--- src/rtl/isa_pkg.sv ---
// Instruction set package with word types, opcodes, ALU codes and field positions
`default_nettype none

package isa_pkg;

    localparam int xlen = 32;

    typedef logic [4:0]      reg_idx_t;
    typedef logic [xlen-1:0] word_t;
    typedef logic [4:0]      shamt_t;

    typedef enum logic [4:0] {
        op_rtype = 5'b00000,
        op_j     = 5'b00001,
        op_bne   = 5'b00010,
        op_addi  = 5'b00101,
        op_blt   = 5'b00110,
        op_sw    = 5'b00111,
        op_lw    = 5'b01000
    } opcode_t;

    typedef enum logic [4:0] {
        alu_add = 5'b00000,
        alu_sub = 5'b00001,
        alu_and = 5'b00010,
        alu_or  = 5'b00011,
        alu_sll = 5'b00100,
        alu_sra = 5'b00101
    } alu_op_t;

    // Bit positions inside an instruction word
    localparam int op_hi    = 31;
    localparam int op_lo    = 27;
    localparam int rd_hi    = 26;
    localparam int rd_lo    = 22;
    localparam int rs_hi    = 21;
    localparam int rs_lo    = 17;
    localparam int rt_hi    = 16;
    localparam int rt_lo    = 12;
    localparam int shamt_hi = 11;
    localparam int shamt_lo = 7;
    localparam int aluop_hi = 6;
    localparam int aluop_lo = 2;
    localparam int imm_hi   = 16;
    localparam int imm_lo   = 0;
    localparam int imm_w    = 17;
    localparam int jt_w     = 27;   // Jump target sits in the low bits

endpackage

`default_nettype wire

--- src/rtl/pipe_pkg.sv ---
// Pipeline package with control word, stage payloads and forwarding select
`default_nettype none

package pipe_pkg;

    import isa_pkg::*;

    typedef struct packed {
        logic    reg_write;
        logic    mem_read;
        logic    mem_write;
        logic    use_imm;       // Immediate replaces operand B
        logic    is_branch_ne;
        logic    is_branch_lt;
        logic    is_jump;
        alu_op_t alu_op;
    } ctrl_t;

    typedef struct packed {
        word_t insn;
        word_t pc_plus1;
    } fd_t;

    typedef struct packed {
        ctrl_t            ctrl;
        reg_idx_t         rd;
        reg_idx_t         rs;
        reg_idx_t         rt;           // Port B address holds rd for stores and branches
        shamt_t           shamt;
        word_t            imm;
        logic [jt_w-1:0]  jump_target;
        word_t            pc_plus1;
        word_t            op_a;
        word_t            op_b;
    } dx_t;

    typedef struct packed {
        ctrl_t    ctrl;
        reg_idx_t rd;
        word_t    alu_result;
        word_t    store_data;
    } xm_t;

    typedef struct packed {
        logic     reg_write;
        logic     mem_read;
        reg_idx_t rd;
        word_t    alu_result;
        word_t    load_data;
    } mw_t;

    typedef enum logic [1:0] {
        fwd_none = 2'b00,
        fwd_xm   = 2'b01,
        fwd_mw   = 2'b10
    } fwd_sel_t;

endpackage

`default_nettype wire

--- src/rtl/pc_counter.sv ---
// Program counter with sequential increment, stall hold and redirect load
`timescale 1ns/1ps
`default_nettype none

module pc_counter import isa_pkg::*; #(
    parameter word_t reset_pc = '0
) (
    input  wire   clock,
    input  wire   rst,
    input  wire   stall,
    input  wire   redirect,
    input  word_t redirect_pc,
    output word_t pc,
    output word_t pc_next_seq
);

    assign pc_next_seq = pc + word_t'(1);   // Word addressed, so one per instruction

    always_ff @(posedge clock) begin
        if (rst) begin
            pc <= reset_pc;
        end else if (redirect) begin
            pc <= redirect_pc;      // Taken branch or jump wins over a stall
        end else if (!stall) begin
            pc <= pc_next_seq;
        end
    end

endmodule

`default_nettype wire

--- src/rtl/pipe_reg.sv ---
// Generic pipeline stage register with hold and bubble insertion
`timescale 1ns/1ps
`default_nettype none

module pipe_reg #(
    parameter type payload_t = logic
) (
    input  wire      clock,
    input  wire      rst,
    input  wire      hold,
    input  wire      bubble,
    input  payload_t d,
    output payload_t q
);

    // An all-zero payload carries no control effect
    always_ff @(posedge clock) begin
        if (rst || bubble) begin
            q <= '0;
        end else if (!hold) begin
            q <= d;
        end
    end

endmodule

`default_nettype wire

--- src/rtl/decode_stage.sv ---
// Decode stage building control and operands from the fetched instruction
`timescale 1ns/1ps
`default_nettype none

module decode_stage import isa_pkg::*, pipe_pkg::*; (
    input  fd_t      fd,
    output reg_idx_t ctrl_read_reg_a,
    output reg_idx_t ctrl_read_reg_b,
    input  word_t    data_read_reg_a,
    input  word_t    data_read_reg_b,
    output dx_t      dx
);

    opcode_t opcode;
    ctrl_t   ctrl;
    logic    reads_rd;

    assign opcode   = opcode_t'(fd.insn[op_hi:op_lo]);
    assign reads_rd = (opcode == op_sw) || (opcode == op_bne) || (opcode == op_blt);

    assign ctrl_read_reg_a = fd.insn[rs_hi:rs_lo];
    assign ctrl_read_reg_b = reads_rd ? fd.insn[rd_hi:rd_lo] : fd.insn[rt_hi:rt_lo];

    always_comb begin
        ctrl = '0;
        case (opcode)
            op_rtype: begin
                ctrl.reg_write = 1'b1;
                ctrl.alu_op    = alu_op_t'(fd.insn[aluop_hi:aluop_lo]);
            end
            op_addi: begin
                ctrl.reg_write = 1'b1;
                ctrl.use_imm   = 1'b1;
            end
            op_lw: begin
                ctrl.reg_write = 1'b1;
                ctrl.mem_read  = 1'b1;
                ctrl.use_imm   = 1'b1;
            end
            op_sw: begin
                ctrl.mem_write = 1'b1;
                ctrl.use_imm   = 1'b1;  // Address is rs plus offset
            end
            op_bne:  ctrl.is_branch_ne = 1'b1;
            op_blt:  ctrl.is_branch_lt = 1'b1;
            op_j:    ctrl.is_jump      = 1'b1;
            default: ctrl = '0;         // Unknown opcode acts as a no-op
        endcase
    end

    always_comb begin
        dx             = '0;
        dx.ctrl        = ctrl;
        dx.rd          = fd.insn[rd_hi:rd_lo];
        dx.rs          = ctrl_read_reg_a;
        dx.rt          = ctrl_read_reg_b;
        dx.shamt       = fd.insn[shamt_hi:shamt_lo];
        dx.imm         = {{(xlen-imm_w){fd.insn[imm_hi]}}, fd.insn[imm_hi:imm_lo]};
        dx.jump_target = fd.insn[jt_w-1:0];
        dx.pc_plus1    = fd.pc_plus1;
        dx.op_a        = data_read_reg_a;
        dx.op_b        = data_read_reg_b;
    end

endmodule

`default_nettype wire

--- src/rtl/alu.sv ---
// Integer ALU for add, sub, logic and shifts, with compare flags
`timescale 1ns/1ps
`default_nettype none

module alu import isa_pkg::*; (
    input  alu_op_t op,
    input  word_t   a,
    input  word_t   b,
    input  shamt_t  shamt,
    output word_t   result,
    output logic    not_equal,
    output logic    less_than
);

    always_comb begin
        case (op)
            alu_add: result = a + b;
            alu_sub: result = a - b;
            alu_and: result = a & b;
            alu_or:  result = a | b;
            alu_sll: result = a << shamt;
            alu_sra: result = word_t'($signed(a) >>> shamt);
            default: result = '0;
        endcase
    end

    // Flags feed branch resolution only
    assign not_equal = (a != b);
    assign less_than = ($signed(a) < $signed(b));

endmodule

`default_nettype wire

--- src/rtl/execute_stage.sv ---
// Execute stage with operand forwarding, ALU and branch and jump resolution
`timescale 1ns/1ps
`default_nettype none

module execute_stage import isa_pkg::*, pipe_pkg::*; (
    input  dx_t      dx,
    input  fwd_sel_t fwd_a,
    input  fwd_sel_t fwd_b,
    input  word_t    xm_result,
    input  word_t    mw_result,
    output xm_t      xm,
    output logic     redirect,
    output word_t    redirect_pc
);

    word_t src_a;
    word_t src_b;
    word_t alu_a;
    word_t alu_b;
    word_t alu_result;
    logic  is_branch;
    logic  not_equal;
    logic  less_than;
    logic  branch_taken;

    function automatic word_t fwd_mux(input fwd_sel_t sel, input word_t reg_val,
                                      input word_t xm_val, input word_t mw_val);
        case (sel)
            fwd_xm:  return xm_val;
            fwd_mw:  return mw_val;
            default: return reg_val;
        endcase
    endfunction

    assign src_a = fwd_mux(fwd_a, dx.op_a, xm_result, mw_result);   // rs value
    assign src_b = fwd_mux(fwd_b, dx.op_b, xm_result, mw_result);   // rt, or rd on sw and branches

    assign is_branch = dx.ctrl.is_branch_ne || dx.ctrl.is_branch_lt;

    // Branches compare rd against rs
    always_comb begin
        if (is_branch) begin
            alu_a = src_b;
            alu_b = src_a;
        end else begin
            alu_a = src_a;
            alu_b = dx.ctrl.use_imm ? dx.imm : src_b;
        end
    end

    alu u_alu (
        .op        (dx.ctrl.alu_op),
        .a         (alu_a),
        .b         (alu_b),
        .shamt     (dx.shamt),
        .result    (alu_result),
        .not_equal (not_equal),
        .less_than (less_than)
    );

    assign branch_taken = (dx.ctrl.is_branch_ne && not_equal) ||
                          (dx.ctrl.is_branch_lt && less_than);
    assign redirect     = branch_taken || dx.ctrl.is_jump;

    always_comb begin
        if (dx.ctrl.is_jump) begin
            redirect_pc = {{(xlen-jt_w){1'b0}}, dx.jump_target};
        end else begin
            redirect_pc = dx.pc_plus1 + dx.imm;     // Relative to the next instruction
        end
    end

    always_comb begin
        xm            = '0;
        xm.ctrl       = dx.ctrl;
        xm.rd         = dx.rd;
        xm.alu_result = alu_result;
        xm.store_data = src_b;      // Forwarded rd value for stores
    end

endmodule

`default_nettype wire

--- src/rtl/hazard_unit.sv ---
// Hazard unit for forwarding selects, load-use stall and redirect flush
`timescale 1ns/1ps
`default_nettype none

module hazard_unit import isa_pkg::*, pipe_pkg::*; (
    input  word_t    fd_insn,
    input  dx_t      dx,
    input  xm_t      xm,
    input  mw_t      mw,
    input  wire      redirect,
    output fwd_sel_t fwd_a,
    output fwd_sel_t fwd_b,
    output logic     stall,
    output logic     flush
);

    opcode_t  fd_op;
    reg_idx_t fd_rs;
    reg_idx_t fd_src_b;
    logic     fd_uses_rs;
    logic     fd_uses_b;
    logic     fd_reads_rd;
    logic     xm_writes;
    logic     mw_writes;

    // Loads never forward from XM and r0 never forwards
    assign xm_writes = xm.ctrl.reg_write && !xm.ctrl.mem_read && (xm.rd != '0);
    assign mw_writes = mw.reg_write && (mw.rd != '0);

    always_comb begin
        if (xm_writes && (xm.rd == dx.rs)) begin
            fwd_a = fwd_xm;
        end else if (mw_writes && (mw.rd == dx.rs)) begin
            fwd_a = fwd_mw;
        end else begin
            fwd_a = fwd_none;
        end
    end

    // dx.rt already holds rd for stores and branches
    always_comb begin
        if (xm_writes && (xm.rd == dx.rt)) begin
            fwd_b = fwd_xm;
        end else if (mw_writes && (mw.rd == dx.rt)) begin
            fwd_b = fwd_mw;
        end else begin
            fwd_b = fwd_none;
        end
    end

    // Sources of the instruction still in decode
    assign fd_op       = opcode_t'(fd_insn[op_hi:op_lo]);
    assign fd_rs       = fd_insn[rs_hi:rs_lo];
    assign fd_reads_rd = (fd_op == op_sw) || (fd_op == op_bne) || (fd_op == op_blt);
    assign fd_src_b    = fd_reads_rd ? fd_insn[rd_hi:rd_lo] : fd_insn[rt_hi:rt_lo];
    assign fd_uses_rs  = (fd_op != op_j);
    assign fd_uses_b   = fd_reads_rd || (fd_op == op_rtype);

    assign stall = dx.ctrl.mem_read && (dx.rd != '0) &&
                   ((fd_uses_rs && (fd_rs == dx.rd)) ||
                    (fd_uses_b && (fd_src_b == dx.rd)));

    assign flush = redirect;

endmodule

`default_nettype wire

--- src/rtl/processor.sv ---
// Five-stage pipelined processor core with external memory and register file ports
`timescale 1ns/1ps
`default_nettype none

module processor import isa_pkg::*, pipe_pkg::*; #(
    parameter word_t reset_pc = '0
) (
    input  wire      clock,
    input  wire      rst,
    // Instruction memory
    output word_t    address_imem,
    input  word_t    q_imem,
    // Data memory
    output word_t    address_dmem,
    output word_t    data,
    output logic     wren,
    input  word_t    q_dmem,
    // Register file
    output logic     ctrl_write_enable,
    output reg_idx_t ctrl_write_reg,
    output reg_idx_t ctrl_read_reg_a,
    output reg_idx_t ctrl_read_reg_b,
    output word_t    data_write_reg,
    input  word_t    data_read_reg_a,
    input  word_t    data_read_reg_b
);

    word_t    pc_next_seq;
    word_t    redirect_pc;
    word_t    mw_result;
    logic     redirect;
    logic     stall;
    logic     flush;
    fwd_sel_t fwd_a;
    fwd_sel_t fwd_b;
    fd_t      fd_d;
    fd_t      fd_q;
    dx_t      dx_d;
    dx_t      dx_q;
    xm_t      xm_d;
    xm_t      xm_q;
    mw_t      mw_d;
    mw_t      mw_q;

    pc_counter #(.reset_pc(reset_pc)) u_pc (
        .clock       (clock),
        .rst         (rst),
        .stall       (stall),
        .redirect    (redirect),
        .redirect_pc (redirect_pc),
        .pc          (address_imem),
        .pc_next_seq (pc_next_seq)
    );

    assign fd_d.insn     = q_imem;
    assign fd_d.pc_plus1 = pc_next_seq;

    pipe_reg #(.payload_t(fd_t)) u_fd (
        .clock (clock), .rst (rst), .hold (stall), .bubble (flush), .d (fd_d), .q (fd_q)
    );

    decode_stage u_decode (
        .fd              (fd_q),
        .ctrl_read_reg_a (ctrl_read_reg_a),
        .ctrl_read_reg_b (ctrl_read_reg_b),
        .data_read_reg_a (data_read_reg_a),
        .data_read_reg_b (data_read_reg_b),
        .dx              (dx_d)
    );

    pipe_reg #(.payload_t(dx_t)) u_dx (
        .clock (clock), .rst (rst), .hold (1'b0), .bubble (stall || flush), .d (dx_d), .q (dx_q)
    );

    execute_stage u_execute (
        .dx          (dx_q),
        .fwd_a       (fwd_a),
        .fwd_b       (fwd_b),
        .xm_result   (xm_q.alu_result),
        .mw_result   (mw_result),
        .xm          (xm_d),
        .redirect    (redirect),
        .redirect_pc (redirect_pc)
    );

    pipe_reg #(.payload_t(xm_t)) u_xm (
        .clock (clock), .rst (rst), .hold (1'b0), .bubble (1'b0), .d (xm_d), .q (xm_q)
    );

    // Memory stage
    assign address_dmem = xm_q.alu_result;
    assign data         = xm_q.store_data;
    assign wren         = xm_q.ctrl.mem_write;

    assign mw_d.reg_write  = xm_q.ctrl.reg_write;
    assign mw_d.mem_read   = xm_q.ctrl.mem_read;
    assign mw_d.rd         = xm_q.rd;
    assign mw_d.alu_result = xm_q.alu_result;
    assign mw_d.load_data  = q_dmem;

    pipe_reg #(.payload_t(mw_t)) u_mw (
        .clock (clock), .rst (rst), .hold (1'b0), .bubble (1'b0), .d (mw_d), .q (mw_q)
    );

    // Writeback masks any write to r0
    assign mw_result         = mw_q.mem_read ? mw_q.load_data : mw_q.alu_result;
    assign data_write_reg    = mw_result;
    assign ctrl_write_reg    = mw_q.rd;
    assign ctrl_write_enable = mw_q.reg_write && (mw_q.rd != '0);

    hazard_unit u_hazard (
        .fd_insn  (fd_q.insn),
        .dx       (dx_q),
        .xm       (xm_q),
        .mw       (mw_q),
        .redirect (redirect),
        .fwd_a    (fwd_a),
        .fwd_b    (fwd_b),
        .stall    (stall),
        .flush    (flush)
    );

endmodule

`default_nettype wire

--- config.mk ---
export PLATFORM = sky130hd
export DESIGN_NAME = processor
export DESIGN_NICKNAME = d
export VERILOG_FILES = /design/src/rtl/isa_pkg.sv /design/src/rtl/pipe_pkg.sv /design/src/rtl/pc_counter.sv /design/src/rtl/pipe_reg.sv /design/src/rtl/decode_stage.sv /design/src/rtl/alu.sv /design/src/rtl/execute_stage.sv /design/src/rtl/hazard_unit.sv /design/src/rtl/processor.sv
export SDC_FILE = /design/constraint.sdc
export NUM_CORES = 1
export LEC_CHECK = 0
export ABC_AREA = 1
export BUFFER_PORTS_ARGS = -buffer_cell sky130_fd_sc_hd__buf_2
export CORE_MARGIN = 5
export CORE_UTILIZATION = 50
export DETAILED_ROUTE_END_ITERATION = 10
export PLACE_DENSITY = 0.69
export SETUP_SLACK_MARGIN = 0.2
export SKIP_CTS_REPAIR_TIMING = 1
export SYNTH_ARGS = -nofsm -noshare
export SYNTH_HDL_FRONTEND = slang
export SYNTH_SLANG_ARGS = --single-unit
--- constraint.sdc ---
create_clock -name clock -period 7 [get_ports clock]
set_clock_uncertainty 0.05 [all_clocks]
set_input_delay 0.35 -clock clock [delete_from_list [all_inputs] [get_ports clock]]
set_output_delay 0.35 -clock clock [all_outputs]
set_load 0.02 [all_outputs]
==> impl_metrics.py <==
metrics = {
    "run_status": {
        "status": "complete, but fails checks",
        "violations": "negative hold slack",
    },
    "job": {
        "cap_violations": 0,
    },
    "setup_path": {
        "required_ns": 7.47,
        "critPathMaxFanout": 31,
        "critPathArrivalTime_ns": 6.44,
        "path_class": "reg -> reg",
        "endpoint_kind": "register",
        "worst-path-buf-inv": 7,
        "slowest_delay_ns": 0.52,
        "slowest_stage": "fa_1",
        "crit_top_cell": "nand2_1",
        "critPathLaunchType": "register",
        "crit_family": "simple AND/OR/NAND/NOR gates",
    },
    "timing": {
        "whs_ns": -0.02129,
        "hold_viol": 1,
        "setup_viol": 0,
        "rsz0062_at_grt": "no",
        "fmax_ghz": 0.1675,
        "slew_viol_final": 0,
        "slew_headroom_pct": 32.08,
        "post-route-period-util_pct": 85.30,
        "min_period_ns": 5.971,
        "finalSetupTns_ns": 0,
        "fin_ws_ns": 1.029,
        "worstMarginPinSlew_ns": 1.011,
    },
    "layout": {
        "mostFrequentLayoutCells": "nand2_1 (847), inv_1 (566), nand3_1 (520), nor2_1 (469), dfxtp_1 (375)",
        "nets": 4609,
        "layout_commonest_cell": "nand2_1",
        "syn2layout_area_growth_pct": 14.61,
        "fin_area_um2": 30150,
        "fillers": 5135,
        "multi_input_area_um2": 15040,
        "drive_gt1_share_pct": 10.73,
        "regArea_um2": 7592,
    },
    "synth": {
        "synthMuxAreaShare_pct": 0,
        "ys_seq_area_share_pct": 28.84,
        "yosys_warnings": 0,
        "synth.area.top_cells": "dfxtp_1 (29%), nand2_1 (12%), nand3_1 (9.9%), inv_1 (8.1%), nor2_1 (6.7%)",
        "synth.distinct_cells": 61,
        "synthAdderAreaFrac_pct": 6.316,
        "synth-seq-cells": 379,
        "netlist_area_um2": 26310,
        "synth_xor_area_share_pct": 2.497,
        "async_reset_ff_share_pct": 0,
        "synthSimpleGateAreaFrac_pct": 34.78,
        "synth_top_family_by_area": "simple AND/OR/NAND/NOR gates",
        "netlist_instances": 4150,
        "syn_nets": 4411,
        "synth_top_area_cell": "dfxtp_1",
        "synth_area_per_cell_um2": 6.340,
        "synth_compound_area_share_pct": 13.46,
        "synth_top_area_share_pct": 28.84,
        "synth_flop_cell": "dfxtp_1",
        "synth-edff-count": 0,
    },
    "min_path": {
        "hp-class": "in -> reg",
    },
    "place": {
        "portBuffers": 274,
        "gp_congestion": 1.048,
        "placed_cell_area_um2": 27370,
        "place_worst_setup_slack_ns": 1.157,
        "dp.final_hpwl_um": 85320,
    },
    "clock_tree": {
        "cts_tree": "built",
        "cts_max_path_buffers": 3,
        "cts_root_buffer": "clkbuf_16",
        "cts_sinks": 379,
        "clk_pin_slew_ns": 0.06,
        "htree_levels": 2,
        "clock_latency_ns": 0.63,
        "numCtsBuffers": 43,
    },
    "route": {
        "firstDrtPassIters": 7,
        "wire_per_inst_um": 22.01,
        "dr_total_vias": 28720,
        "dr.first_iter.drc_count": 3015,
        "routed_via_density": 5.662,
        "ant_nets": 0,
        "drc_errors": 0,
        "wirelength_um": 111600,
    },
    "global_routing": {
        "antenna_found_initial": 3,
        "grt_max_degree": 77,
        "overflow": 0,
        "grt_pass1_wl_um": 160100,
        "grt.total_usage_pct": 36.44,
        "grt_pass1_vias": 26670,
    },
    "pwr": {
        "p_int_mw": 4.409,
        "p_leak_nw": 14.83,
        "combPwrFrac_pct": 30.0,
        "ir_drop_mv": 0.1983,
        "switchingPower_mw": 2.639,
        "p_sw_share_pct": 37.44,
        "clkPwrFrac_pct": 35.4,
        "power_density_nw_per_um2": 233.7,
        "seqPwrFrac_pct": 34.5,
    },
    "die": {
        "rows": 84,
        "die_w_um": 239.4,
        "dieHeight_um": 239.4,
        "io_pins": 275,
        "core_um2": 52340,
        "floorplan.initialDensity_pct": 50.27,
        "dieArea_um2": 57310,
    },
}
==> cells in the mapped netlist (9+ instances only) <==
library cell / instances
or2_2: 18
inv_1: 567
nand3_2: 9
nor4_1: 9
nand4_1: 98
o21ai_1: 16
ha_1: 128
o21bai_1: 14
a21oi_1: 252
a21o_1: 9
dfxtp_1: 379
clkbuf_1: 104
o22ai_1: 14
o211ai_1: 36
o21ai_0: 193
o21a_1: 29
nand3_1: 522
nor2_1: 470
buf_4: 90
xnor2_1: 19
a31oi_1: 15
xor2_1: 56
buf_2: 59
nand2_1: 847
nor2_2: 9
inv_2: 15
nor3_1: 31
buf_1: 24
nand3b_1: 40
==> final timing paths <==
path | start | to | slack, ns | cells after the start
setup / recovery | u_dx.q[115]$_SDFF_PP0_ | u_pc.pc[14]$_SDFFE_PP0P_ | 1.03 | 30
hold / removal | q_imem[16] | u_fd.q[48]$_SDFFE_PP0N_ | -0.02 | 3
setup reg to reg | u_dx.q[115]$_SDFF_PP0_ | u_pc.pc[14]$_SDFFE_PP0P_ | 1.03 | 30
hold reg to reg | u_fd.q[31]$_SDFFE_PP0N_ | u_dx.q[95]$_SDFF_PP0_ | 0.36 | 2
==> metal layers <==
metal | up-vias | GRT usage, % | part of all wire, %
li1 | 13790 | - | -
met1 | 13020 | 42.22 | 37
met2 | 1492 | 60.89 | 46
met3 | 420 | 5.711 | 7.8
met4 | 0 | 26.79 | 9.4
met5 | - | 0 | 0
==> final cells by class <==
cell class / instances / area share (%)
sequential: 379 / 25.18
clock buffer: 51 / 3.834
tap: 688 / 2.855
inverter: 587 / 7.307
clock inverter: 28 / 1.303
antenna: 2 / 0.01660
timing repair buffer: 435 / 9.627
multi-input combinational: 2902 / 49.88
==> worst register-to-register path: cells and delay by family (launching register included) <==
kind | cells | cell delay [ns]
AND/OR/NAND/NOR | 18 | 2.46
buffers and inverters | 7 | 1.89
adder cells (fa/ha/maj) | 2 | 0.66
XOR/XNOR | 1 | 0.17
AO/OA/AOI/OAI | 2 | 0.27
flip-flops | 1 | 0.41
==> state kept, by name, summed over array words and instances, names as in the netlist <==
signal / cells
u_dx.q: 140
u_pc.pc: 32
u_mw.q: 71
u_xm.q: 72
u_fd.q: 64
==> power groups by stage <==
stage	logic [mW]	clock network [mW]	registers, mW
2_1_floorplan	1.37	0	2.42
3_3_place_gp	2.01	0	2.48
3_5_place_dp	1.99	0	2.48
4_1_cts	2.01	2.50	2.43
5_1_grt	2.29	2.60	2.44
6_report	2.12	2.50	2.43
==> through the flow <==
stage,power (mW),utilization (%),cells
global placement,4.487,52.29,4868
floorplan,3.799,-,4150
detailed placement,4.472,52.29,4868
finish,7.047,57.61,5072
CTS,6.940,55.25,4947
global route,7.329,57.61,5072
==> logic make-up (layout without fill, tap and decap cells) <==
family | Yosys count | after routing
AND/OR/NAND/NOR | 2073 | 2073
AO/OA/AOI/OAI | 623 | 623
adder cells (fa/ha/maj) | 131 | 131
other | 0 | 2
flip-flops | 379 | 379
buffers and inverters | 869 | 1101
XOR/XNOR | 75 | 75
No activity file was read; power rests on OpenSTA's default activity.
